<file path="config.mk">
export PLATFORM = sky130hd
export DESIGN_NAME = instr_sequencer
export DESIGN_NICKNAME = d
export VERILOG_FILES = /design/src/cpu_pkg.sv /design/src/instr_sequencer.sv
export SDC_FILE = /design/constraint.sdc
export NUM_CORES = 1
export LEC_CHECK = 0
export ABC_AREA = 1
export BUFFER_PORTS_ARGS = -buffer_cell sky130_fd_sc_hd__buf_2
export CELL_PAD_IN_SITES_DETAIL_PLACEMENT = 1
export CELL_PAD_IN_SITES_GLOBAL_PLACEMENT = 1
export CORE_ASPECT_RATIO = 0.8
export CORE_MARGIN = 4
export CORE_UTILIZATION = 38
export CTS_BUF_LIST = sky130_fd_sc_hd__clkbuf_8
export CTS_CLUSTER_SIZE = 8
export DETAILED_ROUTE_END_ITERATION = 8
export PLACE_DENSITY_LB_ADDON = 0.1
export SETUP_SLACK_MARGIN = 0.2
export SYNTH_ARGS = -nofsm -noshare
export SYNTH_HDL_FRONTEND = slang
export SYNTH_SLANG_ARGS = --single-unit
</file>
<file path="constraint.sdc">
create_clock -name clka -period 2.69 [get_ports clka]
set_input_delay 0.269 -clock clka [delete_from_list [all_inputs] [get_ports clka]]
set_output_delay 0.269 -clock clka [all_outputs]
set_load 0.01 [all_outputs]
</file>
<file path="src/cpu_pkg.sv">
package cpu_pkg;

  // sizes
  localparam int addr_w     = 10;  // logical and physical word address
  localparam int data_w     = 16;  // ram word
  localparam int page_bits  = 6;   // offset bits inside a page
  localparam int page_words = 64;  // 2**page_bits
  localparam int page_count = 16;  // physical pages
  localparam int page_idx_w = 4;   // page number width
  localparam int reg_count  = 8;
  localparam int reg_idx_w  = 3;

  // opcodes, high byte of the head word
  localparam logic [7:0] op_jmp       = 8'd1;   // pc = operand
  localparam logic [7:0] op_ram2reg   = 8'd2;   // reg = ram[operand]
  localparam logic [7:0] op_reg2ram   = 8'd3;   // ram[operand] = reg
  localparam logic [7:0] op_num2reg   = 8'd4;   // reg = operand
  localparam logic [7:0] op_reg_plus  = 8'd5;   // reg += operand
  localparam logic [7:0] op_reg_minus = 8'd6;   // reg -= operand
  localparam logic [7:0] op_exit      = 8'd17;  // stop the core

  // register unit request kinds
  localparam logic [1:0] kind_none = 2'd0;
  localparam logic [1:0] kind_load = 2'd1;
  localparam logic [1:0] kind_add  = 2'd2;
  localparam logic [1:0] kind_sub  = 2'd3;

  // host port states
  localparam logic [1:0] hp_wait = 2'd0;  // waiting for a request while idle
  localparam logic [1:0] hp_read = 2'd1;  // ram read in flight
  localparam logic [1:0] hp_ack  = 2'd2;  // ack high until req drops

  // mmu states
  localparam logic [1:0] mm_idle = 2'd0;
  localparam logic [1:0] mm_walk = 2'd1;  // one chain entry per cycle
  localparam logic [1:0] mm_scan = 2'd2;  // search for a free page
  localparam logic [1:0] mm_ack  = 2'd3;

  // sequencer states
  localparam logic [3:0] sq_stop     = 4'd0;   // before run
  localparam logic [3:0] sq_fetch    = 4'd1;   // start translate of pc
  localparam logic [3:0] sq_xlat     = 4'd2;   // translate handshake, returns to ret_st
  localparam logic [3:0] sq_rd_head  = 4'd3;
  localparam logic [3:0] sq_get_head = 4'd4;
  localparam logic [3:0] sq_rd_arg   = 4'd5;
  localparam logic [3:0] sq_get_arg  = 4'd6;
  localparam logic [3:0] sq_exec     = 4'd7;
  localparam logic [3:0] sq_wr_data  = 4'd8;   // reg2ram write
  localparam logic [3:0] sq_rd_data  = 4'd9;   // ram2reg read
  localparam logic [3:0] sq_get_data = 4'd10;
  localparam logic [3:0] sq_halt     = 4'd11;

  typedef struct packed {
    logic [7:0] op;
    logic [7:0] reg_sel;
  } head_t;

  typedef union packed {
    head_t             head;  // first instruction word
    logic [data_w-1:0] raw;   // operand or data word
  } mem_word_u;

  typedef struct packed {
    logic              en;
    logic [addr_w-1:0] addr;
    logic [data_w-1:0] data;
  } ram_wr_t;

  typedef struct packed {
    logic              en;
    logic [addr_w-1:0] addr;
  } ram_rd_t;

  typedef struct packed {
    logic [addr_w-1:0] phys_addr;
    logic              fault;  // no free page left
  } xlat_rsp_t;

  typedef struct packed {
    logic [1:0]           kind;  // kind_* above
    logic [reg_idx_w-1:0] idx;
    logic [data_w-1:0]    value;
  } reg_op_t;

endpackage
</file>
<file path="src/instr_sequencer.sv">
`timescale 1ns/1ps

module instr_sequencer import cpu_pkg::*; (
  input  logic                 clka,
  input  logic                 rst,
  input  logic                 run,
  output logic                 xlat_req,
  output logic [addr_w-1:0]    xlat_addr,
  input  logic                 xlat_ack,
  input  xlat_rsp_t            xlat_rsp,
  output ram_wr_t              ram_wr,
  output ram_rd_t              ram_rd,
  input  mem_word_u            ram_rdata,
  output reg_op_t              reg_op,
  output logic [reg_idx_w-1:0] reg_sel,
  input  logic [data_w-1:0]    reg_value,
  output logic                 core_idle,
  output logic                 halted,
  output logic                 fault
);

  logic [3:0]        state;
  logic [3:0]        ret_st;   // state after the translate
  logic [addr_w-1:0] pc;
  logic [addr_w-1:0] phys;     // last translated address
  mem_word_u         head_q;   // opcode and register byte
  logic [data_w-1:0] operand;  // second instruction word

  assign halted    = (state == sq_halt);
  assign core_idle = (state == sq_stop) || halted;
  assign reg_sel   = head_q.head.reg_sel[reg_idx_w-1:0];  // low bits pick the register

  always_comb begin
    ram_rd.en    = (state == sq_rd_head) || (state == sq_rd_arg) || (state == sq_rd_data);
    ram_rd.addr  = phys;
    ram_wr.en    = (state == sq_wr_data);
    ram_wr.addr  = phys;
    ram_wr.data  = reg_value;  // reg2ram source
    reg_op.kind  = kind_none;
    reg_op.idx   = reg_sel;
    reg_op.value = operand;
    if (state == sq_get_data) begin
      reg_op.kind  = kind_load;  // ram2reg result
      reg_op.value = ram_rdata.raw;
    end else if (state == sq_exec) begin
      case (head_q.head.op)
        op_num2reg:   reg_op.kind = kind_load;
        op_reg_plus:  reg_op.kind = kind_add;
        op_reg_minus: reg_op.kind = kind_sub;
        default:      reg_op.kind = kind_none;
      endcase
    end
  end

  always_ff @(posedge clka) begin
    if (!rst) begin
      state    <= sq_stop;
      pc       <= '0;
      xlat_req <= 1'b0;
      fault    <= 1'b0;
    end else begin
      case (state)
        sq_stop:  if (run) state <= sq_fetch;
        sq_fetch: begin
          xlat_addr <= pc;
          ret_st    <= sq_rd_head;
          state     <= sq_xlat;
        end
        sq_xlat: begin
          if (!xlat_req && !xlat_ack) begin
            xlat_req <= 1'b1;  // previous handshake fully closed
          end else if (xlat_req && xlat_ack) begin
            xlat_req <= 1'b0;
            phys     <= xlat_rsp.phys_addr;
            if (xlat_rsp.fault) begin
              fault <= 1'b1;  // halts with fault in the same cycle
              state <= sq_halt;
            end else begin
              state <= ret_st;
            end
          end
        end
        sq_rd_head: state <= sq_get_head;
        sq_get_head: begin
          head_q    <= ram_rdata;
          pc        <= pc + 1'b1;
          xlat_addr <= pc + 1'b1;  // operand word
          ret_st    <= sq_rd_arg;
          state     <= sq_xlat;
        end
        sq_rd_arg: state <= sq_get_arg;
        sq_get_arg: begin
          operand <= ram_rdata.raw;
          pc      <= pc + 1'b1;
          state   <= sq_exec;
        end
        sq_exec: begin
          case (head_q.head.op)
            op_jmp: begin
              pc    <= operand[addr_w-1:0];
              state <= sq_fetch;
            end
            op_reg2ram: begin
              xlat_addr <= operand[addr_w-1:0];
              ret_st    <= sq_wr_data;
              state     <= sq_xlat;
            end
            op_ram2reg: begin
              xlat_addr <= operand[addr_w-1:0];
              ret_st    <= sq_rd_data;
              state     <= sq_xlat;
            end
            op_exit: state <= sq_halt;
            default: state <= sq_fetch;  // register ops done by reg_op, unknown ops skipped
          endcase
        end
        sq_wr_data:  state <= sq_fetch;
        sq_rd_data:  state <= sq_get_data;
        sq_get_data: state <= sq_fetch;
        sq_halt:     state <= sq_halt;  // stays until reset
        default:     state <= sq_stop;
      endcase
    end
  end

endmodule

</file>
==> impl_metrics.json <==
{
  "areaGrowthSynthToFinish_pct": 16.4,
  "place.gp.congestion": 0.869,
  "numCtsBuffers": 9,
  "critPathMaxFanout": 18,
  "worst-endpoint-arrival_ns": 1.96,
  "synth.top_cell.area_share": 0.462,
  "drc": 0,
  "tightest_slew_ns": 0.591,
  "post_cts_buffers": 0,
  "cts.sinks": 67,
  "hold_violations": 0,
  "p_per_area_nw_per_um2": 635,
  "crit_type": "flop to output pin",
  "ctsLongestPathBuffers": 2,
  "worst_setup_path_end_kind": "output pin",
  "leakagePower_uw": 0.00163,
  "status": "completed",
  "wirelength_um": 8240,
  "fin_nets": 457,
  "dieArea_um2": 10300,
  "tritoncts": "done",
  "holdWs_ns": 0.0941,
  "cts.clk_slew.worst_paths_ns": 0.08,
  "cts_resized": 0,
  "finalCriticalPeriod_ns": 2.23,
  "core_um2": 8480,
  "fin_worst_skew_ns": 0.00842,
  "die_h_um": 91.6,
  "fmax_ghz": 0.448,
  "ys_seq_elements": 67,
  "synthTopCellsByArea": "edfxtp_1 (46%), dfxtp_1 (9.7%), buf_4 (7.2%), nand2_1 (6.8%), nor2_1 (5.8%)",
  "viasPerCell": 4.83,
  "fin_crit_sh": 0.830,
  "io_buffers": 90,
  "ys_types": 31,
  "async_flop_share": 0,
  "num_vias": 2529,
  "hold_class": "input pin to flop",
  "root_buffer": "clkbuf_8",
  "groute.usage.overall": 0.168,
  "synth_ff_type": "edfxtp_1",
  "drt_iter0_markers": 89,
  "max_slew_margin": 0.603,
  "grt_remaining_overflow": 0,
  "setup_viol": 0,
  "cts_htree_levels": 3,
  "synth_fp_nets": 389,
  "maxCapViolCount": 0,
  "dp.final_hpwl_um": 6280,
  "cp-start-kind": "flop",
  "start_util": 0.391,
  "ys_warn_count": 0,
  "final_cells": 524,
  "core.rowCount": 30,
  "setup-tns-final_ns": 0,
  "synth-edff-count": 51,
  "grt_max_degree": 19,
  "syn_inst": 339,
  "yosysSeqAreaShare": 0.558,
  "grt_pass1_vias": 2653,
  "ios": 123,
  "diodes": 0,
  "dr.pass1.iters": 4,
  "hold_buffers": 0,
  "synth_area_leader_cell": "edfxtp_1",
  "rsz0062_at_grt": "no",
  "drv_slew": 0,
  "vdd_drop_max_mv": 0.316,
  "die_w_um": 112,
  "drive_gt1_frac": 0.323,
  "ant_nets": 0,
  "antenna_found_initial": 0,
  "grt_first_pass_wirelength_um": 13600,
  "clk_latency_ns": 0.34,
  "avgSynthCellArea_um2": 9.78,
  "p_total_uw": 2450,
  "wl_per_cell_um": 15.7,
  "crit_required_ns": 2.42,
  "placed_cells": 508,
  "syn_area_um2": 3320
}
==> cell usage in the layout, fill, tap and decap left out, types with 4 or more instances in the layout <==
cell type,n
nand2_1,60
inv_1,30
a21oi_1,7
o21ai_0,22
mux2_2,15
o211ai_1,7
nor2_1,51
dfxtp_1,16
nand3_1,10
xor2_1,5
edfxtp_1,51
buf_4,7
clkbuf_8,9
buf_2,90
nand4_1,4
==> layer usage <==
| layer | share of wire | vias up | global-route usage |
|---|---|---|---|
| met5 | 0 | - | 0 |
| met4 | 0.010 | 0 | 0.0591 |
| met2 | 0.45 | 67 | 0.259 |
| met3 | 0.046 | 11 | 0.0380 |
| li1 | - | 1243 | - |
| met1 | 0.49 | 1208 | 0.231 |
==> state kept, by name, indices dropped and copies added, names as in the netlist <==
name	cells
head_q	11
fault	1
xlat_req	1
xlat_addr	10
operand	16
ret_st	4
phys	10
pc	10
state	4
==> kinds of logic after synthesis <==
family,count (synthesis),share of synthesized area
simple gates,134,0.167
buf+inv,71,0.120
flops,67,0.558
compound gates,44,0.0792
mux,15,0.0509
xor+xnor,5,0.0132
fa+ha+maj,3,0.0113
==> report_power, final <==
group          internal (µW)  switching [µW]  leakage, µW
Combinational            160             296     0.000958
Clock                    338             416    0.0000818
Sequential              1190            50.3     0.000587
==> critical path, stage by stage, from the launching register on <==
cell and delay [ns]:
dfxtp_1 0.36, inv_1 0.08, nor2_1 0.29, nand2_2 0.35, mux2_2 0.39, buf_2 0.14
==> metrics by stage <==
step	cell area, µm²	worst slack (ns)	util
CTS	3860	0.412	0.455
global placement	3680	0.601	0.434
detailed placement	3680	0.472	0.434
floorplan	3320	0.431	-
global route	3860	0.278	0.455
finish	3860	0.456	0.455
==> synth_stat cells (2+ instances only) <==
master    instances
nand4_1           4
a211oi_1          3
nor3_1            2
nor2_1           51
nand3b_1          2
nand3_1          10
o221ai_1          2
nor4_1            2
o211ai_1          7
a21oi_1           7
buf_4            32
o21ai_0          22
edfxtp_1         51
xor2_1            5
inv_1            30
buf_2             3
ha_1              3
dfxtp_1          16
clkbuf_1          2
nand2_1          60
mux2_2           15
==> area by class of cell <==
cell class	count	area [µm²]
clock buffer	9	124
clock inverter	7	53.8
fill	1029	4620
inverter	31	116
multi-input combinational	201	1070
sequential	67	1850
tap	112	140
timing repair buffer	97	503
==> path summary, 6_finish.rpt <==
kind | slack (ns) | endpoint | startpoint | cells after the start
worst max-delay path | 0.46 | reg_op[7] | state[3] | 5
worst min-delay path | 0.09 | phys[2] | xlat_rsp[3] | 1
worst max register to register | 0.47 | ret_st[0] | state[0] | 6
worst min register to register | 0.51 | xlat_req | xlat_req | 2
(Power assumes the default switching activity.)
