--- config.mk ---
export PLATFORM = sky130hd
export DESIGN_NAME = page_mmu
export DESIGN_NICKNAME = d
export VERILOG_FILES = /design/src/cpu_pkg.sv /design/src/page_mmu.sv
export SDC_FILE = /design/constraint.sdc
export NUM_CORES = 1
export LEC_CHECK = 0
export ABC_AREA = 0
export BUFFER_PORTS_ARGS = -buffer_cell sky130_fd_sc_hd__buf_2
export CELL_PAD_IN_SITES_DETAIL_PLACEMENT = 0
export CELL_PAD_IN_SITES_GLOBAL_PLACEMENT = 1
export CORE_ASPECT_RATIO = 1.2
export CORE_MARGIN = 5
export CORE_UTILIZATION = 52
export DETAILED_ROUTE_END_ITERATION = 12
export PLACE_DENSITY = 0.87
export SYNTH_ARGS = -nofsm -noshare
export SYNTH_HDL_FRONTEND = slang
export SYNTH_SLANG_ARGS = --single-unit
--- constraint.sdc ---
create_clock -name clka -period 3.67 [get_ports clka]
set_input_delay 0.367 -clock clka [delete_from_list [all_inputs] [get_ports clka]]
set_output_delay 0.367 -clock clka [all_outputs]
set_load 0.01 [all_outputs]
--- src/cpu_pkg.sv ---
package cpu_pkg;

  // sizes
  localparam int addr_w     = 10;  // logical and physical word address
  localparam int data_w     = 16;  // ram word
  localparam int page_bits  = 6;   // offset bits inside a page
  localparam int page_words = 64;  // 2**page_bits
  localparam int page_count = 16;  // physical pages
  localparam int page_idx_w = 4;   // page number width
  localparam int reg_count  = 8;
  localparam int reg_idx_w  = 3;

  // opcodes, high byte of the head word
  localparam logic [7:0] op_jmp       = 8'd1;   // pc = operand
  localparam logic [7:0] op_ram2reg   = 8'd2;   // reg = ram[operand]
  localparam logic [7:0] op_reg2ram   = 8'd3;   // ram[operand] = reg
  localparam logic [7:0] op_num2reg   = 8'd4;   // reg = operand
  localparam logic [7:0] op_reg_plus  = 8'd5;   // reg += operand
  localparam logic [7:0] op_reg_minus = 8'd6;   // reg -= operand
  localparam logic [7:0] op_exit      = 8'd17;  // stop the core

  // register unit request kinds
  localparam logic [1:0] kind_none = 2'd0;
  localparam logic [1:0] kind_load = 2'd1;
  localparam logic [1:0] kind_add  = 2'd2;
  localparam logic [1:0] kind_sub  = 2'd3;

  // host port states
  localparam logic [1:0] hp_wait = 2'd0;  // waiting for a request while idle
  localparam logic [1:0] hp_read = 2'd1;  // ram read in flight
  localparam logic [1:0] hp_ack  = 2'd2;  // ack high until req drops

  // mmu states
  localparam logic [1:0] mm_idle = 2'd0;
  localparam logic [1:0] mm_walk = 2'd1;  // one chain entry per cycle
  localparam logic [1:0] mm_scan = 2'd2;  // search for a free page
  localparam logic [1:0] mm_ack  = 2'd3;

  // sequencer states
  localparam logic [3:0] sq_stop     = 4'd0;   // before run
  localparam logic [3:0] sq_fetch    = 4'd1;   // start translate of pc
  localparam logic [3:0] sq_xlat     = 4'd2;   // translate handshake, returns to ret_st
  localparam logic [3:0] sq_rd_head  = 4'd3;
  localparam logic [3:0] sq_get_head = 4'd4;
  localparam logic [3:0] sq_rd_arg   = 4'd5;
  localparam logic [3:0] sq_get_arg  = 4'd6;
  localparam logic [3:0] sq_exec     = 4'd7;
  localparam logic [3:0] sq_wr_data  = 4'd8;   // reg2ram write
  localparam logic [3:0] sq_rd_data  = 4'd9;   // ram2reg read
  localparam logic [3:0] sq_get_data = 4'd10;
  localparam logic [3:0] sq_halt     = 4'd11;

  typedef struct packed {
    logic [7:0] op;
    logic [7:0] reg_sel;
  } head_t;

  typedef union packed {
    head_t             head;  // first instruction word
    logic [data_w-1:0] raw;   // operand or data word
  } mem_word_u;

  typedef struct packed {
    logic              en;
    logic [addr_w-1:0] addr;
    logic [data_w-1:0] data;
  } ram_wr_t;

  typedef struct packed {
    logic              en;
    logic [addr_w-1:0] addr;
  } ram_rd_t;

  typedef struct packed {
    logic [addr_w-1:0] phys_addr;
    logic              fault;  // no free page left
  } xlat_rsp_t;

  typedef struct packed {
    logic [1:0]           kind;  // kind_* above
    logic [reg_idx_w-1:0] idx;
    logic [data_w-1:0]    value;
  } reg_op_t;

endpackage
--- src/page_mmu.sv ---
`timescale 1ns/1ps

module page_mmu import cpu_pkg::*; (
  input  logic              clka,
  input  logic              rst,
  input  logic              xlat_req,
  input  logic [addr_w-1:0] xlat_addr,
  output logic              xlat_ack,
  output xlat_rsp_t         xlat_rsp
);

  logic [page_count-1:0] used;                  // physical page taken
  logic [page_idx_w-1:0] lpage   [page_count];  // logical page held by each physical page
  logic [page_idx_w-1:0] next_pg [page_count];  // chain link, tail points to itself

  logic [1:0]            state;
  logic [page_idx_w-1:0] last_lpage;  // last translation
  logic [page_idx_w-1:0] last_ppage;
  logic [page_idx_w-1:0] req_lpage;   // request being served
  logic [page_bits-1:0]  req_off;
  logic [page_idx_w-1:0] walk_ptr;
  logic [page_idx_w-1:0] tail;        // chain end, gets the new link
  logic [page_idx_w-1:0] alloc_ptr;   // free page search starts here
  logic [page_idx_w-1:0] scan_ptr;
  logic [page_idx_w-1:0] scan_cnt;    // pages checked so far

  assign xlat_ack = (state == mm_ack);

  always_ff @(posedge clka) begin
    if (!rst) begin
      state      <= mm_idle;
      used       <= '0;
      used[0]    <= 1'b1;  // logical 0 lives in physical 0
      for (int i = 0; i < page_count; i++) begin
        lpage[i]   <= '0;
        next_pg[i] <= '0;
      end
      last_lpage <= '0;
      last_ppage <= '0;
      alloc_ptr  <= page_idx_w'(1);
    end else begin
      case (state)
        mm_idle: if (xlat_req) begin
          req_lpage <= xlat_addr[addr_w-1:page_bits];
          req_off   <= xlat_addr[page_bits-1:0];
          if (xlat_addr[addr_w-1:page_bits] == last_lpage) begin  // cached page hit
            xlat_rsp.phys_addr <= {last_ppage, xlat_addr[page_bits-1:0]};
            xlat_rsp.fault     <= 1'b0;
            state              <= mm_ack;
          end else begin
            walk_ptr <= '0;  // chain starts at page 0
            state    <= mm_walk;
          end
        end
        mm_walk: begin
          if (lpage[walk_ptr] == req_lpage) begin
            xlat_rsp.phys_addr <= {walk_ptr, req_off};
            xlat_rsp.fault     <= 1'b0;
            last_lpage         <= req_lpage;
            last_ppage         <= walk_ptr;
            state              <= mm_ack;
          end else if (next_pg[walk_ptr] == walk_ptr) begin  // end of chain, allocate
            tail     <= walk_ptr;
            scan_ptr <= alloc_ptr;
            scan_cnt <= '0;
            state    <= mm_scan;
          end else begin
            walk_ptr <= next_pg[walk_ptr];
          end
        end
        mm_scan: begin
          if (!used[scan_ptr]) begin
            used[scan_ptr]     <= 1'b1;
            lpage[scan_ptr]    <= req_lpage;
            next_pg[scan_ptr]  <= scan_ptr;  // new tail
            next_pg[tail]      <= scan_ptr;
            alloc_ptr          <= scan_ptr + 1'b1;
            last_lpage         <= req_lpage;
            last_ppage         <= scan_ptr;
            xlat_rsp.phys_addr <= {scan_ptr, req_off};
            xlat_rsp.fault     <= 1'b0;
            state              <= mm_ack;
          end else if (scan_cnt == page_idx_w'(page_count - 1)) begin
            xlat_rsp.phys_addr <= '0;
            xlat_rsp.fault     <= 1'b1;  // memory full, nothing allocated
            state              <= mm_ack;
          end else begin
            scan_ptr <= scan_ptr + 1'b1;  // wraps over the page range
            scan_cnt <= scan_cnt + 1'b1;
          end
        end
        mm_ack: if (!xlat_req) state <= mm_idle;
        default: state <= mm_idle;
      endcase
    end
  end

endmodule

==> impl_metrics.tcl, run 1 <==
set metrics [dict create \
    status "complete, no violations" \
    die-area_mm2 0.0214 \
    wl_per_cell_um 21.5 \
    relSlewSlack 0.425 \
    whs_endpoint "req_off[2]$_DFFE_PP_" \
    grt_max_degree 46 \
    yosys-top-cells-area "edfxtp_1 (51%), dfxtp_1 (7.1%), mux4_2 (6.3%)" \
    yosysUniqueCellTypes 53 \
    routed_wl_mm 21.4 \
    insertion_delay_ns 0.43 \
    syn_inst 751 \
    coreArea_mm2 0.0182 \
    r2r-end "walk_ptr[2]$_DFFE_PP_" \
    htreeDepth 4 \
    peakVddDrop_v 0.000491 \
    setup_tns_ns 0 \
    n_fill_cell 1453 \
    skew_ns 0.0109 \
    required_ns 3.79 \
    hold_viol 0 \
    hp-start "xlat_addr[2]" \
    rsz0062_at_grt "no" \
    power.density_mw_per_mm2 692 \
    hp-class "in2reg" \
    drv_slew 0 \
    drc 0 \
    regArea_mm2 0.00564 \
    synthToLayoutAreaGrowth_pct 9.28 \
    clock-sinks 199 \
    fmax_ghz 0.295 \
    grt_pass1_vias 6342 \
    cts_buffers 17 \
    layout-drive-gt1-share 0.157 \
    worst_pin_slew_ns 0.863 \
    ys_seq_area_frac 0.585 \
    cp_slowest_cell "dfxtp_2" \
    antenna_found_initial 0 \
    r2r_cells 9 \
    synth_top_cell_area_share 0.514 \
    numPortBuffers 24 \
    setup_viol_count_final 0 \
    multiInputGateArea_mm2 0.00365 \
    cp_max_fo 19 \
    crit_path_cell_trace "buf_4, mux4_2, mux2i_1, xnor2_1, nor3_2, o211ai_2, nand2b_1, mux2i_1, and2_1" \
    syn_nets 773 \
    start_util 0.528 \
    rows 54 \
    dp_hpwl_mm 15.4 \
    start_kind "flop" \
    netlist_area_mm2 0.00964 \
    p_switching_w 0.00247 \
    yosysTopAreaCell "edfxtp_1" \
    cts_hold_buf 0 \
    yosys_warnings 0 \
    grt_pass1_wl_mm 34.2 \
    maxCapViolCount 0 \
    period_needed_ns 3.39 \
    path_clk_slew_ns 0.07 \
    syn_avg_cell_area_um2 12.8 \
    ios 25 \
    drt-initial-drc-count 500 \
    pwr-share-clk 0.262 \
    place_ws_ns 0.261 \
    synth_flop_cell "edfxtp_1" \
    whs_ns 0.124 \
    ys_async_sr_fraction 0 \
    hold_depth 1 \
    track_usage 0.208 \
    cts_buffer_depth 2 \
    cts_setup_buffers 0 \
    switching_share 0.339 \
    die_y_um 159 \
    power_frac_comb 0.317 \
    crit_path_max_incr_delay_ns 0.67 \
    nets 780 \
    cts_resized 0 \
    synth_edf_count 165 \
    arrival_ns 3.52 \
    synth.ff_latch_count 199 \
    critical_path_class "reg2reg" \
    p_leak_nw 3.95 \
    gp_congestion 0.891 \
    ant_nets 0 \
    critPathMostFrequentCell "mux2i_1" \
    tritoncts "done" \
    first_pass_iters 5 \
    clockRootBuffer "clkbuf_16" \
    r2r_slack_ns 0.28 \
    vias 5943 \
    seq_power_share 0.421 \
    fin_ws_ns 0.278 \
    grt_overflow_total 0 \
    power.internal_w 0.00482 \
    die_w_um 134 \
    antenna_cells 0 \
    via_per_inst 5.97 \
    end_kind "flop" \
    finalCritPeriodShare 0.924 \
]
synth_stat cells (2+ instances only):
cell,count
a211oi_1,2
a211oi_2,5
a21o_1,12
a21oi_1,9
a22oi_1,9
a31o_2,3
a31oi_1,8
a32oi_1,5
and2_1,82
and3_1,17
buf_1,3
buf_2,12
buf_4,3
buf_6,4
clkbuf_1,35
dfxtp_1,34
edfxtp_1,165
ha_1,9
inv_1,15
mux2i_1,42
mux4_1,7
mux4_2,27
nand2_1,44
nand2b_1,15
nand3_1,18
nand4_1,3
nor2_1,56
nor2b_1,8
nor3_1,25
nor3b_1,8
o211ai_1,6
o21ai_0,16
o22ai_1,6
or3_1,2
xnor2_1,12
xor2_1,7
metal layers:
layer / wire [um] / up-vias / global-route usage
met4: 490 / 0 / 0.0694
li1: - / 2781 / -
met3: 1020 / 41 / 0.0392
met2: 11700 / 178 / 0.384
met5: 0 / - / 0
met1: 8220 / 2943 / 0.240
area by class of cell:
class | count | area share
clock buffer | 20 | 0.0434
clock inverter | 12 | 0.0151
inverter | 15 | 0.00535
multi-input combinational | 478 | 0.347
sequential | 199 | 0.535
tap | 224 | 0.0266
timing repair buffer | 47 | 0.0278
logic make-up after synthesis:
kind of cell               synth area share
buffers and inverters                0.0365
DFF                                   0.585
muxes                                 0.127
and+or+nand+nor                       0.157
AOI/OAI and AO/OA                    0.0656
adders and majority gates            0.0117
xor gates and xnor gates             0.0173
critical path: cells and delay by family, from the launching register on:
family                    cells  cell delay, ns
AOI/OAI and AO/OA             1            0.37
xor gates and xnor gates      1            0.16
buffers and inverters         1            0.36
DFF                           1            0.67
muxes                         3            0.92
and+or+nand+nor               3            0.59
power by group through the flow:
stage               Combinational [W]  Clock [W]  Sequential [W]
detailed placement            0.00229          0         0.00312
global route                  0.00250    0.00204         0.00311
CTS                           0.00231    0.00194         0.00307
finish                        0.00231    0.00191         0.00307
global placement              0.00223          0         0.00310
floorplan                     0.00194          0         0.00292
layout by cell type (no fill, tap or decap), types with 7 or more instances in the layout:
| cell type | netlist | routed |
|---|---|---|
| mux4_1 | 7 | 7 |
| and3_1 | 17 | 17 |
| a31oi_1 | 8 | 8 |
| nor3_1 | 25 | 25 |
| xnor2_1 | 12 | 12 |
| clkbuf_16 | 0 | 17 |
| inv_1 | 15 | 15 |
| mux2i_1 | 42 | 42 |
| a21oi_1 | 9 | 9 |
| a21o_1 | 12 | 12 |
| and2_1 | 82 | 82 |
| a22oi_1 | 9 | 9 |
| dfxtp_1 | 34 | 33 |
| nor3b_1 | 8 | 8 |
| nand2_1 | 44 | 44 |
| xor2_1 | 7 | 7 |
| nand2b_1 | 15 | 15 |
| buf_4 | 3 | 23 |
| nor2b_1 | 8 | 8 |
| ha_1 | 9 | 9 |
| edfxtp_1 | 165 | 165 |
| buf_2 | 12 | 24 |
| nand3_1 | 18 | 18 |
| mux4_2 | 27 | 27 |
| o21ai_0 | 16 | 16 |
| nor2_1 | 56 | 56 |
stage by stage:
step,total power (W),util,std cells,area (um^2)
6_report,0.00729,0.577,995,10500
3_3_place_gp,0.00534,0.544,963,9920
3_5_place_dp,0.00541,0.544,963,9920
2_1_floorplan,0.00486,-,751,9640
5_1_grt,0.00765,0.577,995,10500
4_1_cts,0.00732,0.577,995,10500
how the worst max path moves through the flow:
stage | end | cells past startpoint | slack [ns] | from
6_report | walk_ptr[2]$_DFFE_PP_ | 9 | 0.28 | flop
5_1_grt | walk_ptr[1]$_DFFE_PP_ | 9 | 0.01 | flop
4_1_cts | walk_ptr[1]$_DFFE_PP_ | 9 | 0.25 | flop
3_5_place_dp | walk_ptr[1]$_DFFE_PP_ | 9 | 0.26 | flop
3_3_place_gp | walk_ptr[0]$_DFFE_PP_ | 9 | 0.34 | flop
2_1_floorplan | next_pg[4][0]$_DFFE_PP_ | 7 | 0.71 | scan_ptr[0]$_DFFE_PP_
sequential cells by signal (all words and copies together), names as in the netlist, named ones only:
name / cells
alloc_ptr: 4
last_lpage: 4
last_ppage: 4
lpage: 64
next_pg: 64
req_lpage: 4
req_off: 6
scan_cnt: 4
scan_ptr: 4
state: 2
tail: 4
used: 16
walk_ptr: 4
xlat_rsp: 11
Note: power is estimated with default switching activity, not from simulation.
==> run 2, diff against run 1 <==
Settings changed: CORE_UTILIZATION 52 to 54, CTS_BUF_LIST from default to sky130_fd_sc_hd__clkbuf_8, PLACE_DENSITY 0.87 to 0.89.
==> run 2 against run 1 <==
  * Wire length rose by 0.63%
  * Sequential share of layout area grew 1.2 points
  * Largest power group unchanged
  * Fmax increased by 3.3%
  * Setup slack gained 0.11 ns
  * Global-route usage increased by 0.69 points
  * Sequential power about the same
  * Count of clock-buffer cells in the layout fell by 3
  * Register-to-register slack improved by 0.11 ns
  * Critical path type unchanged
  * Utilization up 1.1 points
  * Highest routed layer unchanged
  * Combinational power grew 3%
==> impl_metrics.tcl, run 2 (same netlist as run 1, synthesis figures left out) <==
set metrics [dict create \
    start_kind "flop" \
    worst_pin_slew_ns 0.844 \
    cp_max_fo 15 \
    first_pass_iters 5 \
    gp_congestion 0.905 \
    setup_tns_ns 0 \
    cts_setup_buffers 0 \
    antenna_found_initial 0 \
    hold_viol 0 \
    cts_buffers 17 \
    drc 0 \
    grt_max_degree 46 \
    maxCapViolCount 0 \
    track_usage 0.215 \
    finalCritPeriodShare 0.894 \
    arrival_ns 3.68 \
    die_w_um 132 \
    antenna_cells 0 \
    insertion_delay_ns 0.48 \
    place_ws_ns 0.360 \
    ant_nets 0 \
    power.density_mw_per_mm2 653 \
    status "complete, no violations" \
    start_util 0.551 \
    dp_hpwl_mm 15.7 \
    numPortBuffers 24 \
    peakVddDrop_v 0.000434 \
    skew_ns 0.0165 \
    via_per_inst 6.08 \
    clock-sinks 199 \
    required_ns 4.07 \
    wl_per_cell_um 21.6 \
    fin_ws_ns 0.388 \
    die-area_mm2 0.0206 \
    vias 6051 \
    final_common_cell "edfxtp_1" \
    coreArea_mm2 0.0175 \
    setup_viol_count_final 0 \
    nets 785 \
    rsz0062_at_grt "no" \
    routed_wl_mm 21.5 \
    period_needed_ns 3.28 \
    final_cell_mix "edfxtp_1 (165), and2_1 (82), nor2_1 (56)" \
    tritoncts "done" \
    die_y_um 156 \
    cts_resized 0 \
    path_clk_slew_ns 0.10 \
    fin_util 0.588 \
    grt_pass1_vias 6143 \
    ios 25 \
    drt-initial-drc-count 456 \
    drv_slew 0 \
    top_regs "lpage (64), next_pg (64), used (16)" \
    synthToLayoutAreaGrowth_pct 6.85 \
    grt_overflow_total 0 \
    grt_pass1_wl_mm 34.3 \
    critical_path_class "reg2reg" \
    layout-drive-gt1-share 0.155 \
    hp-class "in2reg" \
    rows 53 \
    cts_hold_buf 0 \
    fmax_ghz 0.305 \
    cts_buffer_depth 2 \
    end_kind "flop" \
    p_leak_nw 3.86 \
    htreeDepth 4 \
    clockRootBuffer "clkbuf_8" \
    relSlewSlack 0.438 \
    hp-start "xlat_addr[5]" \
]
[run 2: per-stage QoR]
| step | area [um^2] | hold slack [ns] | std cells | power [W] |
|---|---|---|---|---|
| final | 10300 | 0.0778 | 996 | 0.00673 |
| after global routing | 10300 | 0.0551 | 996 | 0.00706 |
| after CTS | 10300 | 0.0561 | 996 | 0.00672 |
| after detailed placement | 9950 | 0.430 | 964 | 0.00547 |
| after global placement | 9950 | 0.439 | 964 | 0.00538 |
| after floorplan | 9640 | 0.411 | 751 | 0.00486 |
[run 2: cell type report]
class | instances | area (um^2)
Fill cell | 1387 | 7210
Sequential cell | 199 | 5640
Multi-Input combinational cell | 478 | 3650
Timing Repair Buffer | 52 | 330
Tap cell | 220 | 275
Clock buffer | 17 | 234
Clock inverter | 15 | 115
Inverter | 15 | 56.3
[run 2: final timing paths]
check / endpoint / slack [ns] / cells after the start
min: req_off[5]$_DFFE_PP_ / 0.08 / 1
min reg2reg: used[3]$_SDFFE_PN0N_ / 0.46 / 2
max reg2reg: last_ppage[2]$_SDFFE_PN0P_ / 0.39 / 10
max: last_ppage[2]$_SDFFE_PN0P_ / 0.39 / 10
[run 2: power breakdown]
part / switching, W / internal [W] / total [W]
logic: 0.00135 / 0.00102 / 0.00237
registers: 0.000292 / 0.00277 / 0.00306
clock network: 0.000764 / 0.000529 / 0.00129
total: 0.00241 / 0.00432 / 0.00673
[run 2: per-layer routing]
layer	track usage	routed length [um]	vias to the layer above	share of wire
met3	0.0344	1130	30	0.052
met2	0.374	11300	215	0.53
li1	-	-	2786	-
met4	0.0725	433	0	0.020
met1	0.275	8630	3020	0.40
met5	0	0	-	0
[run 2: worst max-delay path: stages (launching register included)]
cell and delay [ns]:
dfxtp_2 0.56, buf_4 0.34, mux4_2 0.54, mux2i_1 0.20, xor2_1 0.18, o211a_1 0.19
o211ai_2 0.21, a211oi_4 0.46, buf_4 0.25, nor2_1 0.06, a211oi_2 0.20
