<file path="src/cpu_pkg.sv">
package cpu_pkg;

  // sizes
  localparam int addr_w     = 10;  // logical and physical word address
  localparam int data_w     = 16;  // ram word
  localparam int page_bits  = 6;   // offset bits inside a page
  localparam int page_words = 64;  // 2**page_bits
  localparam int page_count = 16;  // physical pages
  localparam int page_idx_w = 4;   // page number width
  localparam int reg_count  = 8;
  localparam int reg_idx_w  = 3;

  // opcodes, high byte of the head word
  localparam logic [7:0] op_jmp       = 8'd1;   // pc = operand
  localparam logic [7:0] op_ram2reg   = 8'd2;   // reg = ram[operand]
  localparam logic [7:0] op_reg2ram   = 8'd3;   // ram[operand] = reg
  localparam logic [7:0] op_num2reg   = 8'd4;   // reg = operand
  localparam logic [7:0] op_reg_plus  = 8'd5;   // reg += operand
  localparam logic [7:0] op_reg_minus = 8'd6;   // reg -= operand
  localparam logic [7:0] op_exit      = 8'd17;  // stop the core

  // register unit request kinds
  localparam logic [1:0] kind_none = 2'd0;
  localparam logic [1:0] kind_load = 2'd1;
  localparam logic [1:0] kind_add  = 2'd2;
  localparam logic [1:0] kind_sub  = 2'd3;

  // host port states
  localparam logic [1:0] hp_wait = 2'd0;  // waiting for a request while idle
  localparam logic [1:0] hp_read = 2'd1;  // ram read in flight
  localparam logic [1:0] hp_ack  = 2'd2;  // ack high until req drops

  // mmu states
  localparam logic [1:0] mm_idle = 2'd0;
  localparam logic [1:0] mm_walk = 2'd1;  // one chain entry per cycle
  localparam logic [1:0] mm_scan = 2'd2;  // search for a free page
  localparam logic [1:0] mm_ack  = 2'd3;

  // sequencer states
  localparam logic [3:0] sq_stop     = 4'd0;   // before run
  localparam logic [3:0] sq_fetch    = 4'd1;   // start translate of pc
  localparam logic [3:0] sq_xlat     = 4'd2;   // translate handshake, returns to ret_st
  localparam logic [3:0] sq_rd_head  = 4'd3;
  localparam logic [3:0] sq_get_head = 4'd4;
  localparam logic [3:0] sq_rd_arg   = 4'd5;
  localparam logic [3:0] sq_get_arg  = 4'd6;
  localparam logic [3:0] sq_exec     = 4'd7;
  localparam logic [3:0] sq_wr_data  = 4'd8;   // reg2ram write
  localparam logic [3:0] sq_rd_data  = 4'd9;   // ram2reg read
  localparam logic [3:0] sq_get_data = 4'd10;
  localparam logic [3:0] sq_halt     = 4'd11;

  typedef struct packed {
    logic [7:0] op;
    logic [7:0] reg_sel;
  } head_t;

  typedef union packed {
    head_t             head;  // first instruction word
    logic [data_w-1:0] raw;   // operand or data word
  } mem_word_u;

  typedef struct packed {
    logic              en;
    logic [addr_w-1:0] addr;
    logic [data_w-1:0] data;
  } ram_wr_t;

  typedef struct packed {
    logic              en;
    logic [addr_w-1:0] addr;
  } ram_rd_t;

  typedef struct packed {
    logic [addr_w-1:0] phys_addr;
    logic              fault;  // no free page left
  } xlat_rsp_t;

  typedef struct packed {
    logic [1:0]           kind;  // kind_* above
    logic [reg_idx_w-1:0] idx;
    logic [data_w-1:0]    value;
  } reg_op_t;

endpackage
</file>
<file path="src/reg_alu.sv">
`timescale 1ns/1ps

module reg_alu import cpu_pkg::*; (
  input  logic                 clka,
  input  logic                 rst,
  input  reg_op_t              reg_op,
  input  logic [reg_idx_w-1:0] reg_sel,
  output logic [data_w-1:0]    reg_value
);

  logic [data_w-1:0] regs [reg_count];

  assign reg_value = regs[reg_sel];  // combinational read for the sequencer

  always_ff @(posedge clka) begin
    if (!rst) begin
      for (int i = 0; i < reg_count; i++) begin
        regs[i] <= '0;
      end
    end else begin
      case (reg_op.kind)
        kind_load: regs[reg_op.idx] <= reg_op.value;
        kind_add:  regs[reg_op.idx] <= regs[reg_op.idx] + reg_op.value;  // wraps at 16 bits
        kind_sub:  regs[reg_op.idx] <= regs[reg_op.idx] - reg_op.value;
        default:   regs[reg_op.idx] <= regs[reg_op.idx];  // kind_none
      endcase
    end
  end

endmodule

</file>
<file path="config.mk">
export PLATFORM = sky130hd
export DESIGN_NAME = reg_alu
export DESIGN_NICKNAME = d
export VERILOG_FILES = /design/src/cpu_pkg.sv /design/src/reg_alu.sv
export SDC_FILE = /design/constraint.sdc
export NUM_CORES = 1
export LEC_CHECK = 0
export BUFFER_PORTS_ARGS = -buffer_cell sky130_fd_sc_hd__buf_2
export CORE_MARGIN = 4
export CORE_UTILIZATION = 35
export DETAILED_ROUTE_END_ITERATION = 6
export GPL_TIMING_DRIVEN = 0
export PLACE_DENSITY_LB_ADDON = 0.3
export SYNTH_ARGS = -nofsm -noshare
export SYNTH_HDL_FRONTEND = slang
export SYNTH_SLANG_ARGS = --single-unit
</file>
<file path="constraint.sdc">
create_clock -name clka -period 5.3 [get_ports clka]
set_input_delay 1.06 -clock clka [delete_from_list [all_inputs] [get_ports clka]]
set_output_delay 1.06 -clock clka [all_outputs]
set_load 0.05 [all_outputs]
</file>
==> key figures, run 1 <==
Outcome
  – Status: complete, no violations

Layout
  – Final Core Density: between 40% and 50%
  – Fillers: about 2,400
  – Largest registers: regs: 128 flops
  – Area Growth Syn to Fin: 13.8%
  – Final instance area: 9920 um2
  – Max reg flops: roughly 130
  – Layout cells sized above 1: a little over a fifth
  – Largest reg by FF count: regs
  – Final net count: just over 900
  – Antenna cells: 0

STA
  – Slew HR: between 20% and 30%
  – Worst Tran Pin Value: 1.05 ns
  – Endpoints failing hold: 0
  – Clock Skew: about 0.01 ns
  – Final worst slack: approximately 0.16 ns
  – RSZ-0062 raised after global routing: false
  – Crit path time final: slightly above 5 ns
  – Final Cycle Share: 97.0%
  – Final setup fails: 0
  – Max frequency: roughly 200 MHz
  – Setup_tns: 0 ns
  – Max Slew Vio Count: 0
  – Hold slack: between 1 and 1.5 ns

Power
  – PD cells: between 300 and 400 nW/um2
  – Net Sw Frac: 30.7%
  – Clock power frac: 37.2%
  – Net Switching: between 0.0009 and 0.001 W
  – Static Leakage: about 3.7 nW
  – Internal Power: roughly 0.0022 W
  – Flop pwr share: around two fifths
  – Peak supply drop: 0.000203 V
  – Logic pwr share: 24.3%

Synthesis
  – Syn Inst Count: ~800
  – Synth top area share: 44.1%
  – Syn_nets: 857
  – Post-Synth Simple-Gate Area: around an eighth
  – Xor/xnor share of the synthesized area: under 10%
  – Top post-synthesis cells by area: edfxtp_1 44%, mux4_2 8.8%, nor2_1 6.9%
  – Synth unique cells: 72
  – Largest family of logic cells by synthesized area: compound AO/OA/AOI/OAI gates
  – Mapped Avg Cell Area: approximately 11 um2
  – Synth Cell Area: 8710 um2
  – Synth Warn #: 0
  – Sequential share of the synthesized area: roughly 44%
  – Post-synth EDFFs: about 130
  – Synth Area in Adders: approximately 5.3%
  – Synth Area in Compound Gates: 15.9%
  – FFs w/ async S/R, synth: 0%
  – Predominant post-synthesis flop cell: edfxtp_1
  – Flops & latches, synth: 128
  – Largest area contributor in the netlist: edfxtp_1
  – Post-synthesis mux area share: roughly 16%

Floorplanning
  – Die Area: 27,500 um2
  – Core area: approximately 24,000 um2
  – FP Rows: 57
  – Die span in y: 166 um
  – Initial core utilization: between 30% and 40%
  – I/O Pins: 42
  – Die Width: 166 um

Run
  – Number of max-cap violations: 0

Drt
  – Average wire per standard cell: 23.9 um
  – Via count: about 7,000
  – Detailed Routing Iterations Pass 1: 6
  – DRC viols: 0
  – Iteration-0 DRC Markers: 897
  – Detail Route Antenna Nets: 0
  – Post-Route WL: between 20,000 and 30,000 um
  – Post-DR vias/cell: ~6

CTS
  – Cts hold-fix bufs: 0
  – TritonCTS Buffers: 17
  – Post-CTS Setup Bufs: 0
  – CTS Root Buffer Type: clkbuf_16
  – Clock Sinks: about 130
  – Worst-Skew Late Latency: around 0.44 ns
  – Resized cells post-CTS: 0
  – CTS tree: built
  – Clk buf depth: 2
  – CTS H-tree lvls: 4
  – Clk slew on worst S/H paths: 0.06 ns

Worst hold path
  – Hold path start: regs[7][15]
  – Worst Hold Class: flip-flop to flip-flop

Setup path
  – Reg2Reg Launch Point: regs[7][0]
  – Startpoint class of the critical path: input pin
  – Worst R2R End: regs[1][14]
  – Max FO, Critical Path: 10
  – Worst Setup SP: reg_op[18]
  – Flop2flop setup slack: roughly 1.3 ns
  – Crit. End Element: flip-flop
  – R2R cell count: 14
  – Path type of the worst setup path: input pin to flip-flop
  – CP arrival: 5.30 ns
  – Worst Path Required: 5.46 ns
  – Crit path to: regs[0][11]

GRT
  – Gr usage total: between 20% and 30%
  – Vias in the first global route: slightly below 7,000
  – First-pass GRT wire length: roughly 43,000 um
  – Initial antenna violation count: 0
  – Largest net degree at the start of global routing: 17
  – GRT overflow: 0

Place
  – Cell Area, Placed: slightly above 9000 um2
  – Worst slack, placed: -0.312 ns
  – Placer Congestion: around 0.87
  – Hpwl dp: 20,000 um
  – Port bufs: 34
Yosys cell counts (15+ instances only):
cell      instances
mux2i_1          17
mux4_2           34
xnor2_1          18
a221oi_1         15
ha_1             34
clkbuf_1         31
nor2_1          161
inv_1            32
mux2_2           37
a21oi_1          22
o21ai_0          29
edfxtp_1        128
nand2_1          37
nand3_1          15
metal layers:
layer / up-vias / share of wire, % / GRT usage (%)
li1: 3113 / - / -
met1: 3448 / 41 / 27.7
met2: 368 / 47 / 33.1
met3: 62 / 8.9 / 4.36
met4: 0 / 3.3 / 7.32
met5: - / 0 / 0
power groups by stage:
stage,clock network [W],logic (W),registers [W]
3_5_place_dp,0,0.000748,0.00122
2_1_floorplan,0,0.000544,0.00121
5_1_grt,0.00122,0.000820,0.00121
3_3_place_gp,0,0.000741,0.00122
6_report,0.00116,0.000759,0.00120
4_1_cts,0.00116,0.000753,0.00120
logic make-up after synthesis:
kind of cell | count (synthesis)
AND/OR/NAND/NOR | 253
XOR/XNOR | 23
multiplexers | 88
flip-flops | 128
adder cells (fa/ha/maj) | 36
AO/OA/AOI/OAI | 179
buffers and inverters | 88
per-stage QoR:
step / cells / power [W]
after floorplan: 795 / 0.00176
after global placement: 1153 / 0.00196
after detailed placement: 1155 / 0.00197
after CTS: 1187 / 0.00312
after global routing: 1187 / 0.00325
final: 1187 / 0.00312
worst min-delay path by stage:
stage | endpoint | slack (ns) | depth (start not counted)
global route | regs[5][1] | 1.24 | 4
detailed placement | regs[6][15] | 1.15 | 5
floorplan | regs[2][7] | 0.93 | 4
finish | regs[0][15] | 1.18 | 5
global placement | regs[6][15] | 1.11 | 5
CTS | regs[2][15] | 1.17 | 5
worst max-delay path, cell delays in order:
cell,delay [ns]
buf_4,0.16
inv_1,0.11
clkbuf_1,0.62
nor2_1,0.23
a22oi_1,0.28
o221ai_1,0.33
ha_1,0.46
nand2b_1,0.23
and3_1,0.24
a2111oi_4,0.45
a21oi_2,0.15
xnor2_1,0.16
a221oi_2,0.26
a2bb2oi_2,0.43
nor2_1,0.10
cell usage in the layout, fill, tap and decap left out, types with 12 or more instances in the layout:
master / n
a22oi_1: 12
mux2i_1: 17
clkbuf_1: 29
nand3_1: 15
edfxtp_1: 128
nor2_1: 160
xnor2_1: 18
clkbuf_16: 17
a221oi_1: 15
mux4_2: 34
mux2_2: 37
inv_1: 32
a21oi_1: 22
nand2_1: 37
o21ai_0: 28
ha_1: 34
buf_2: 48
area by class of cell:
type / instances / area [um2] / area share [%]
Buffer: 54 / 259 / 2.61
Tap cell: 324 / 405 / 4.09
Multi-Input combinational cell: 579 / 4500 / 45.4
Inverter: 34 / 128 / 1.29
Clock buffer: 18 / 429 / 4.33
Clock inverter: 14 / 148 / 1.49
Sequential cell: 128 / 3840 / 38.8
Timing Repair Buffer: 36 / 200 / 2.02
Note: power is estimated with default switching activity, not from simulation.
==> inputs of run 2 (changes only) <==
CORE_UTILIZATION = 43   (was 35)
==> key figures, run 2 (synthesis gave the netlist of run 1 again) <==
Setup path
  – Path type of the worst setup path: input pin to flip-flop
  – Worst R2R End: regs[1][14]
  – Crit. End Element: flip-flop
  – Flop2flop setup slack: 1.26 ns (about the same)
  – R2R cell count: 14 (unchanged)
  – CP arrival: 5.31 ns (about the same)
  – Worst Path Required: 5.44 ns (-0.02 ns)
  – Max FO, Critical Path: 10 (unchanged)
  – Reg2Reg Launch Point: regs[3][0]
  – Startpoint class of the critical path: input pin

Drt
  – DRC viols: 0 (unchanged)
  – Post-DR vias/cell: 6.25 (+6.2%)
  – Via count: 7,054 (+0.90%)
  – Post-Route WL: 27,700 um (-2.5%)
  – Average wire per standard cell: 24.6 um (+2.6%)
  – Detail Route Antenna Nets: 0 (unchanged)
  – Detailed Routing Iterations Pass 1: 5 (-1)
  – Iteration-0 DRC Markers: 894 (-0.33%)

GRT
  – Largest net degree at the start of global routing: 17 (unchanged)
  – First-pass GRT wire length: 41,300 um (-4.1%)
  – GRT overflow: 0 (unchanged)
  – Vias in the first global route: 6,777 (-2.0%)
  – Gr usage total: 24.9% (+4.3 points)
  – Initial antenna violation count: 0 (unchanged)

Floorplanning
  – Die Width: 150 um (-9.3%)
  – Die Area: 22,600 um2 (-18%)
  – Initial core utilization: 44.2% (+8.5 points)
  – I/O Pins: 42 (unchanged)
  – Die span in y: 150 um (-9.3%)
  – FP Rows: 51 (-11%)
  – Core area: 19,700 um2 (-19%)

STA
  – Endpoints failing hold: 0 (unchanged)
  – Max Slew Vio Count: 0 (unchanged)
  – Final setup fails: 0 (unchanged)
  – Worst Tran Pin Value: 1.06 ns (+0.00331 ns)
  – Clock Skew: 0.00934 ns (-0.000421 ns)
  – Crit path time final: 5.17 ns (+0.0320 ns)
  – Final Cycle Share: 97.6% (+0.60 points)
  – Slew HR: 29.2% (-0.31 points)
  – Max frequency: 193 MHz (-0.62%)
  – RSZ-0062 raised after global routing: false

Layout
  – Commonest non-fill, non-tap cell in the layout: nor2_1
  – Layout cells sized above 1: 21.4% (-0.35 points)
  – Largest registers: regs: 128 flops
  – Commonest non-fill, non-tap cells in the layout: 160 x nor2_1, 128 x edfxtp_1, 48 x buf_2, 37 x mux2_2, 37 x nand2_1
  – Non-Filler Instances: 1,128 (-5.0%)
  – Max reg flops: 128 (unchanged)
  – Final net count: 912 (unchanged)
  – Largest reg by FF count: regs
  – Final Core Density: 49.7% (+9.1 points)
  – Final instance area: 9810 um2 (-1.1%)
  – Antenna cells: 0 (unchanged)
  – Area Growth Syn to Fin: 12.6%

CTS
  – Clk buf depth: 2 (unchanged)
  – CTS tree: built
  – Clock Sinks: 128 (unchanged)
  – TritonCTS Buffers: 17 (unchanged)
  – CTS Root Buffer Type: clkbuf_16
  – Post-CTS Setup Bufs: 0 (unchanged)
  – CTS H-tree lvls: 4 (unchanged)
  – Clk slew on worst S/H paths: 0.05 ns (about the same)
  – Worst-Skew Late Latency: 0.42 ns (-0.02 ns)

Worst hold path
  – Hold Path Sink: regs[1][15]
  – Worst Hold Class: flip-flop to flip-flop
  – Hold path cells: 5 (unchanged)
  – Hold path start: regs[7][15]

Power
  – Net Switching: 0.000936 W (-2.3%)
  – Internal Power: 0.00213 W (-1.9%)
  – Logic pwr share: 24.8% (+0.5 points)
  – PD cells: 312 nW/um2 (-0.91%)
  – Clock power frac: 35.9% (-1.3 points)
  – Net Sw Frac: 30.6% (-0.10 points)
  – Peak supply drop: 0.000256 V (+26%)
  – Static Leakage: 3.71 nW (-0.22%)
  – Flop pwr share: 39.3% (+0.8 points)

Place
  – Placer Congestion: 0.964 (+11%)
  – Port bufs: 34 (unchanged)
  – Placed Cells: 1,096 (-5.1%)
  – Cell Area, Placed: 9260 um2 (-0.79%)
  – Hpwl dp: 19,200 um (-3.9%)

Run
  – Number of max-cap violations: 0 (unchanged)

Outcome
  – Status: complete, no violations
run 2: cell types whose count changed in the layout (fill, tap and decap cells not counted):
cell        change
clkinv_1        -3
clkbuf_1        +6
clkinvlp_4      -3
bufinv_16       -1
clkinv_2        +1
run 2: timing repair:
item / 4_1_cts / 5_1_grt
gates resized for setup: 0 / 7
hold buffers: 0 / 0
setup endpoints to repair: 0 / 40
run 2: critical path, stage by stage:
cell and delay (ns):
buf_4 0.14, buf_4 0.19, buf_4 0.24, clkbuf_1 0.53, a22oi_1 0.16, o221ai_1 0.50
ha_1 0.33, buf_2 0.18, a21oi_1 0.35, nand2_1 0.10, o21ai_1 0.46, o211ai_1 0.22
xor2_1 0.18, o221ai_1 0.16, a21oi_2 0.41, nor2_1 0.08
run 2: final cells by class:
| cell class | count | area, um2 |
|---|---|---|
| clock buffer | 24 | 452 |
| multi-input combinational | 579 | 4500 |
| fill | 1740 | 9910 |
| buffer | 54 | 259 |
| sequential | 128 | 3840 |
| clock inverter | 8 | 88.8 |
| tap | 265 | 332 |
| inverter | 34 | 128 |
| timing repair buffer | 36 | 200 |
run 2: routing by layer:
metal / share of wire (%) / vias to the layer above / global-route usage, % / routed length [um]
met1: 40 / 3458 / 34.5 / 11000
met4: 3.5 / 0 / 9.19 / 976
met5: 0 / - / 0 / 0
met3: 10 / 67 / 4.67 / 2840
li1: - / 3120 / - / -
met2: 46 / 409 / 39.2 / 12900
run 2: worst max-delay path by stage:
stage / start / endpoint / slack [ns] / depth (start not counted)
3_5_place_dp: reg_op[16] / regs[0][8] / -0.25 / 17
3_3_place_gp: reg_op[16] / regs[1][8] / -0.27 / 17
6_report: reg_op[16] / regs[3][15] / 0.13 / 16
4_1_cts: reg_op[16] / regs[0][8] / 0.17 / 17
5_1_grt: reg_op[16] / regs[5][9] / 0.05 / 16
2_1_floorplan: reg_op[17] / regs[0][11] / 0.82 / 15
run 2: power groups by stage:
| stage | registers [W] | logic (W) | clock network [W] |
|---|---|---|---|
| floorplan | 0.00121 | 0.000544 | 0 |
| global placement | 0.00122 | 0.000734 | 0 |
| detailed placement | 0.00122 | 0.000743 | 0 |
| CTS | 0.00120 | 0.000747 | 0.00110 |
| global route | 0.00121 | 0.000811 | 0.00114 |
| finish | 0.00120 | 0.000758 | 0.00110 |
run 2: per-stage QoR:
| stage | TNS [ns] | hold slack, ns | power [W] | setup WS, ns |
|---|---|---|---|---|
| floorplan | 0 | 0.931 | 0.00176 | 0.816 |
| global placement | -8.81 | 1.10 | 0.00196 | -0.272 |
| detailed placement | -7.90 | 1.14 | 0.00197 | -0.254 |
| CTS | 0 | 1.16 | 0.00305 | 0.168 |
| global route | 0 | 1.22 | 0.00316 | 0.0460 |
| finish | 0 | 1.16 | 0.00306 | 0.127 |
==> inputs of run 3 (changes only) <==
ABC_AREA = 1   (was not set)
==> key figures, run 3 <==
Outcome
  – Status: finished, violations left
  – Failing checks: design-rule violations

Setup path
  – Worst Path Required: 5.46 ns (+0.02 ns)
  – Crit. End Element: flip-flop
  – Cell breakdown of the critical path: buf_2 -> inv_1 -> nor2_2 -> buf_2 -> o21ai_0 -> o211ai_1 -> ha_1 -> clkbuf_1 -> nor2_1 -> nand4_1 -> nand3b_1 -> nand2_1 -> nand3_1 -> nand3_1 -> nand2_1 -> nand3_1 -> nand2_1 -> nor2_1
  – Max FO, Critical Path: 10 (unchanged)
  – Path type of the worst setup path: input pin to flip-flop
  – Worst Setup SP: reg_op[17]
  – Reg2Reg Launch Point: regs[5][5]
  – Worst R2R End: regs[0][10]
  – Flop2flop setup slack: 1.94 ns (+0.68 ns)
  – Stages on the worst setup path: 18 (+2)
  – Crit path to: regs[0][10]
  – Slowest cell on crit path: o211ai_1
  – R2R cell count: 18 (+4)
  – Slowest stage delay, CP: 0.42 ns (-0.11 ns)
  – WP buf/inv: 4 (-1)
  – Startpoint class of the critical path: input pin
  – CP delay by family, top: simple AND/OR/NAND/NOR gates
  – CP arrival: 4.59 ns (-0.72 ns)

Power
  – Final Total Pwr: 0.00325 W (+6.3%)
  – Peak supply drop: 0.000265 V (+3.4%)
  – Static Leakage: 4.51 nW (+22%)
  – PD cells: 321 nW/um2 (+2.8%)

STA
  – Max frequency: 225 MHz (+17%)
  – Final setup fails: 0 (unchanged)
  – Clock Skew: 0.00893 ns (-0.000406 ns)
  – Worst Tran Pin Value: 0.908 ns (-0.150 ns)
  – Final Cycle Share: 83.7% (-14 points)
  – Crit path time final: 4.44 ns (-0.737 ns)
  – Max Slew Vio Count: 0 (unchanged)
  – Hold slack: 0.944 ns (-0.220 ns)
  – Endpoints failing hold: 0 (unchanged)
  – Slew HR: 39.3% (+10 points)
  – Setup_tns: 0 ns (unchanged)
  – RSZ-0062 raised after global routing: false

Drt
  – Detailed Routing Iterations Pass 1: 7 (+2)
  – Average wire per standard cell: 19.8 um (-20%)
  – Iteration-0 DRC Markers: 1,158 (+30%)
  – Detail Route Antenna Nets: 0 (unchanged)
  – Via count: 8,838 (+25%)
  – DRC viols: 14 (+14)
  – Post-Route WL: 30,300 um (+9.5%)
  – Post-DR vias/cell: 5.76 (-7.9%)

Synthesis
  – Largest area contributor in the netlist: edfxtp_1
  – Synth top area share: 43.0% (-1.2 points)
  – Synth Warn #: 0 (unchanged)
  – Sequential share of the synthesized area: 43.0% (-1.2 points)
  – FFs w/ async S/R, synth: 0% (unchanged)
  – Most instantiated cells after synthesis: 208 x nand2_1, 206 x nor2_1, 158 x inv_1
  – Flops & latches, synth: 128 (unchanged)
  – Syn_nets: 1,255 (+46%)
  – Synth unique cells: 39 (-46%)
  – Top-count cell post-synth: nand2_1
  – Top post-synthesis cells by area: edfxtp_1 43%, nand2_1 8.7%, nor2_1 8.6%
  – Synth Cell Area: 8950 um2 (+2.7%)
  – Predominant post-synthesis flop cell: edfxtp_1
  – Post-synth EDFFs: 128 (unchanged)
  – Mapped Avg Cell Area: 7.50 um2 (-32%)
  – Syn Inst Count: 1,193 (+50%)

CTS
  – Clock Sinks: 128 (unchanged)
  – CTS Root Buffer Type: clkbuf_16
  – Worst-Skew Late Latency: 0.42 ns (about the same)
  – Clk buf depth: 2 (unchanged)
  – Resized cells post-CTS: 0 (unchanged)
  – CTS tree: built
  – Clk slew on worst S/H paths: 0.06 ns (about the same)
  – Cts hold-fix bufs: 0 (unchanged)
  – CTS H-tree lvls: 4 (unchanged)
  – TritonCTS Buffers: 17 (unchanged)
  – Post-CTS Setup Bufs: 0 (unchanged)

Worst hold path
  – Worst Hold Class: flip-flop to flip-flop
  – Hold path start: regs[0][12]

Floorplanning
  – Die Area: 23,200 um2 (+2.6%)
  – Die span in y: 152 um (+1.3%)
  – Die Width: 152 um (+1.3%)
  – Initial core utilization: 43.9% (-0.24 points)
  – FP Rows: 52 (+2.0%)
  – I/O Pins: 42 (unchanged)
  – Core area: 20,400 um2 (+3.3%)

Layout
  – Antenna cells: 0 (unchanged)
  – Layout cells sized above 1: 9.96% (-11 points)
  – Commonest non-fill, non-tap cell in the layout: nand2_1
  – Largest reg by FF count: regs
  – Area Growth Syn to Fin: 13.3%
  – Final net count: 1,314 (+44%)
  – Final Core Density: 49.8% (about the same)
  – Max reg flops: 128 (unchanged)
  – Largest registers: regs: 128 flops
  – Commonest non-fill, non-tap cells in the layout: 208 x nand2_1, 206 x nor2_1, 158 x inv_1, 133 x o21ai_0, 128 x edfxtp_1

GRT
  – Initial antenna violation count: 0 (unchanged)
  – GRT overflow: 0 (unchanged)
  – First-pass GRT wire length: 46,300 um (+12%)
  – Largest net degree at the start of global routing: 17 (unchanged)
  – Vias in the first global route: 8,228 (+21%)
  – Gr usage total: 25.4% (+0.51 points)

Place
  – Placer Congestion: 0.952 (-1.2%)
  – Hpwl dp: 22,200 um (+15%)
  – Port bufs: 40 (+18%)

Run
  – Number of max-cap violations: 0 (unchanged)
## run 3: changes by cell type after synthesis, moves of 37 or more
cell / previous run / this run
inv_1: 32 / 158
nand2_1: 37 / 208
nand3_1: 15 / 56
a21oi_1: 22 / 101
mux2_2: 37 / 0
o21ai_0: 29 / 133
nor2_1: 161 / 206
## run 3: worst reg2reg max path: cells and delay by family (launching register included)
family                     cells  cell delay, ns
and+or+nand+nor               11            1.65
AOI/OAI and AO/OA              4            0.50
DFF                            1            0.35
adders and majority gates      1            0.33
buffers and inverters          2            0.27
## run 3: final cells by class
type | count | area [um2]
clock buffer | 20 | 437
multi-input combinational | 839 | 4210
sequential | 128 | 3840
fill | 1999 | 10200
clock inverter | 12 | 214
tap | 270 | 338
inverter | 167 | 629
buffer | 59 | 264
timing repair buffer | 40 | 200
## run 3: through the flow
step                      setup slack, ns  instances  cell area (um2)
after global routing                0.590       1535            10100
after CTS                           0.896       1535            10100
after floorplan                      1.58       1193             8950
final                               0.864       1535            10100
after detailed placement            0.471       1503             9490
after global placement              0.513       1503             9490
## run 3: cells by family (layout without fill, tap and decap cells)
kind of cell               count (synthesis)  count (layout)  share of synthesized area, %
DFF                                      128             128                          43.0
xor gates and xnor gates                   3               3                         0.294
buffers and inverters                    226             298                          9.98
AOI/OAI and AO/OA                        301             301                          18.7
adders and majority gates                 36              36                          5.20
and+or+nand+nor                          499             499                          22.9
## run 3: routing by layer
metal	vias to the layer above	GRT usage, %	wire length, um
li1	4095	-	-
met1	4132	33.8	12300
met2	497	40.7	13800
met3	114	3.69	2740
met4	0	12.7	1490
met5	-	0	0
## run 3: power breakdown
part / total, W / internal, W / switching [W]
clock network: 0.00132 / 0.000878 / 0.000446
logic: 0.000735 / 0.000195 / 0.000540
registers: 0.00120 / 0.00117 / 0.0000221
total: 0.00325 / 0.00225 / 0.00101
## run 3: worst min-delay path by stage
stage	end	slack [ns]	cells after the start
after CTS	regs[1][12]	0.95	6
after detailed placement	regs[4][12]	0.94	6
after global placement	regs[6][13]	0.91	6
after floorplan	regs[0][3]	0.76	4
final	regs[1][12]	0.94	6
after global routing	regs[1][12]	1.0	6
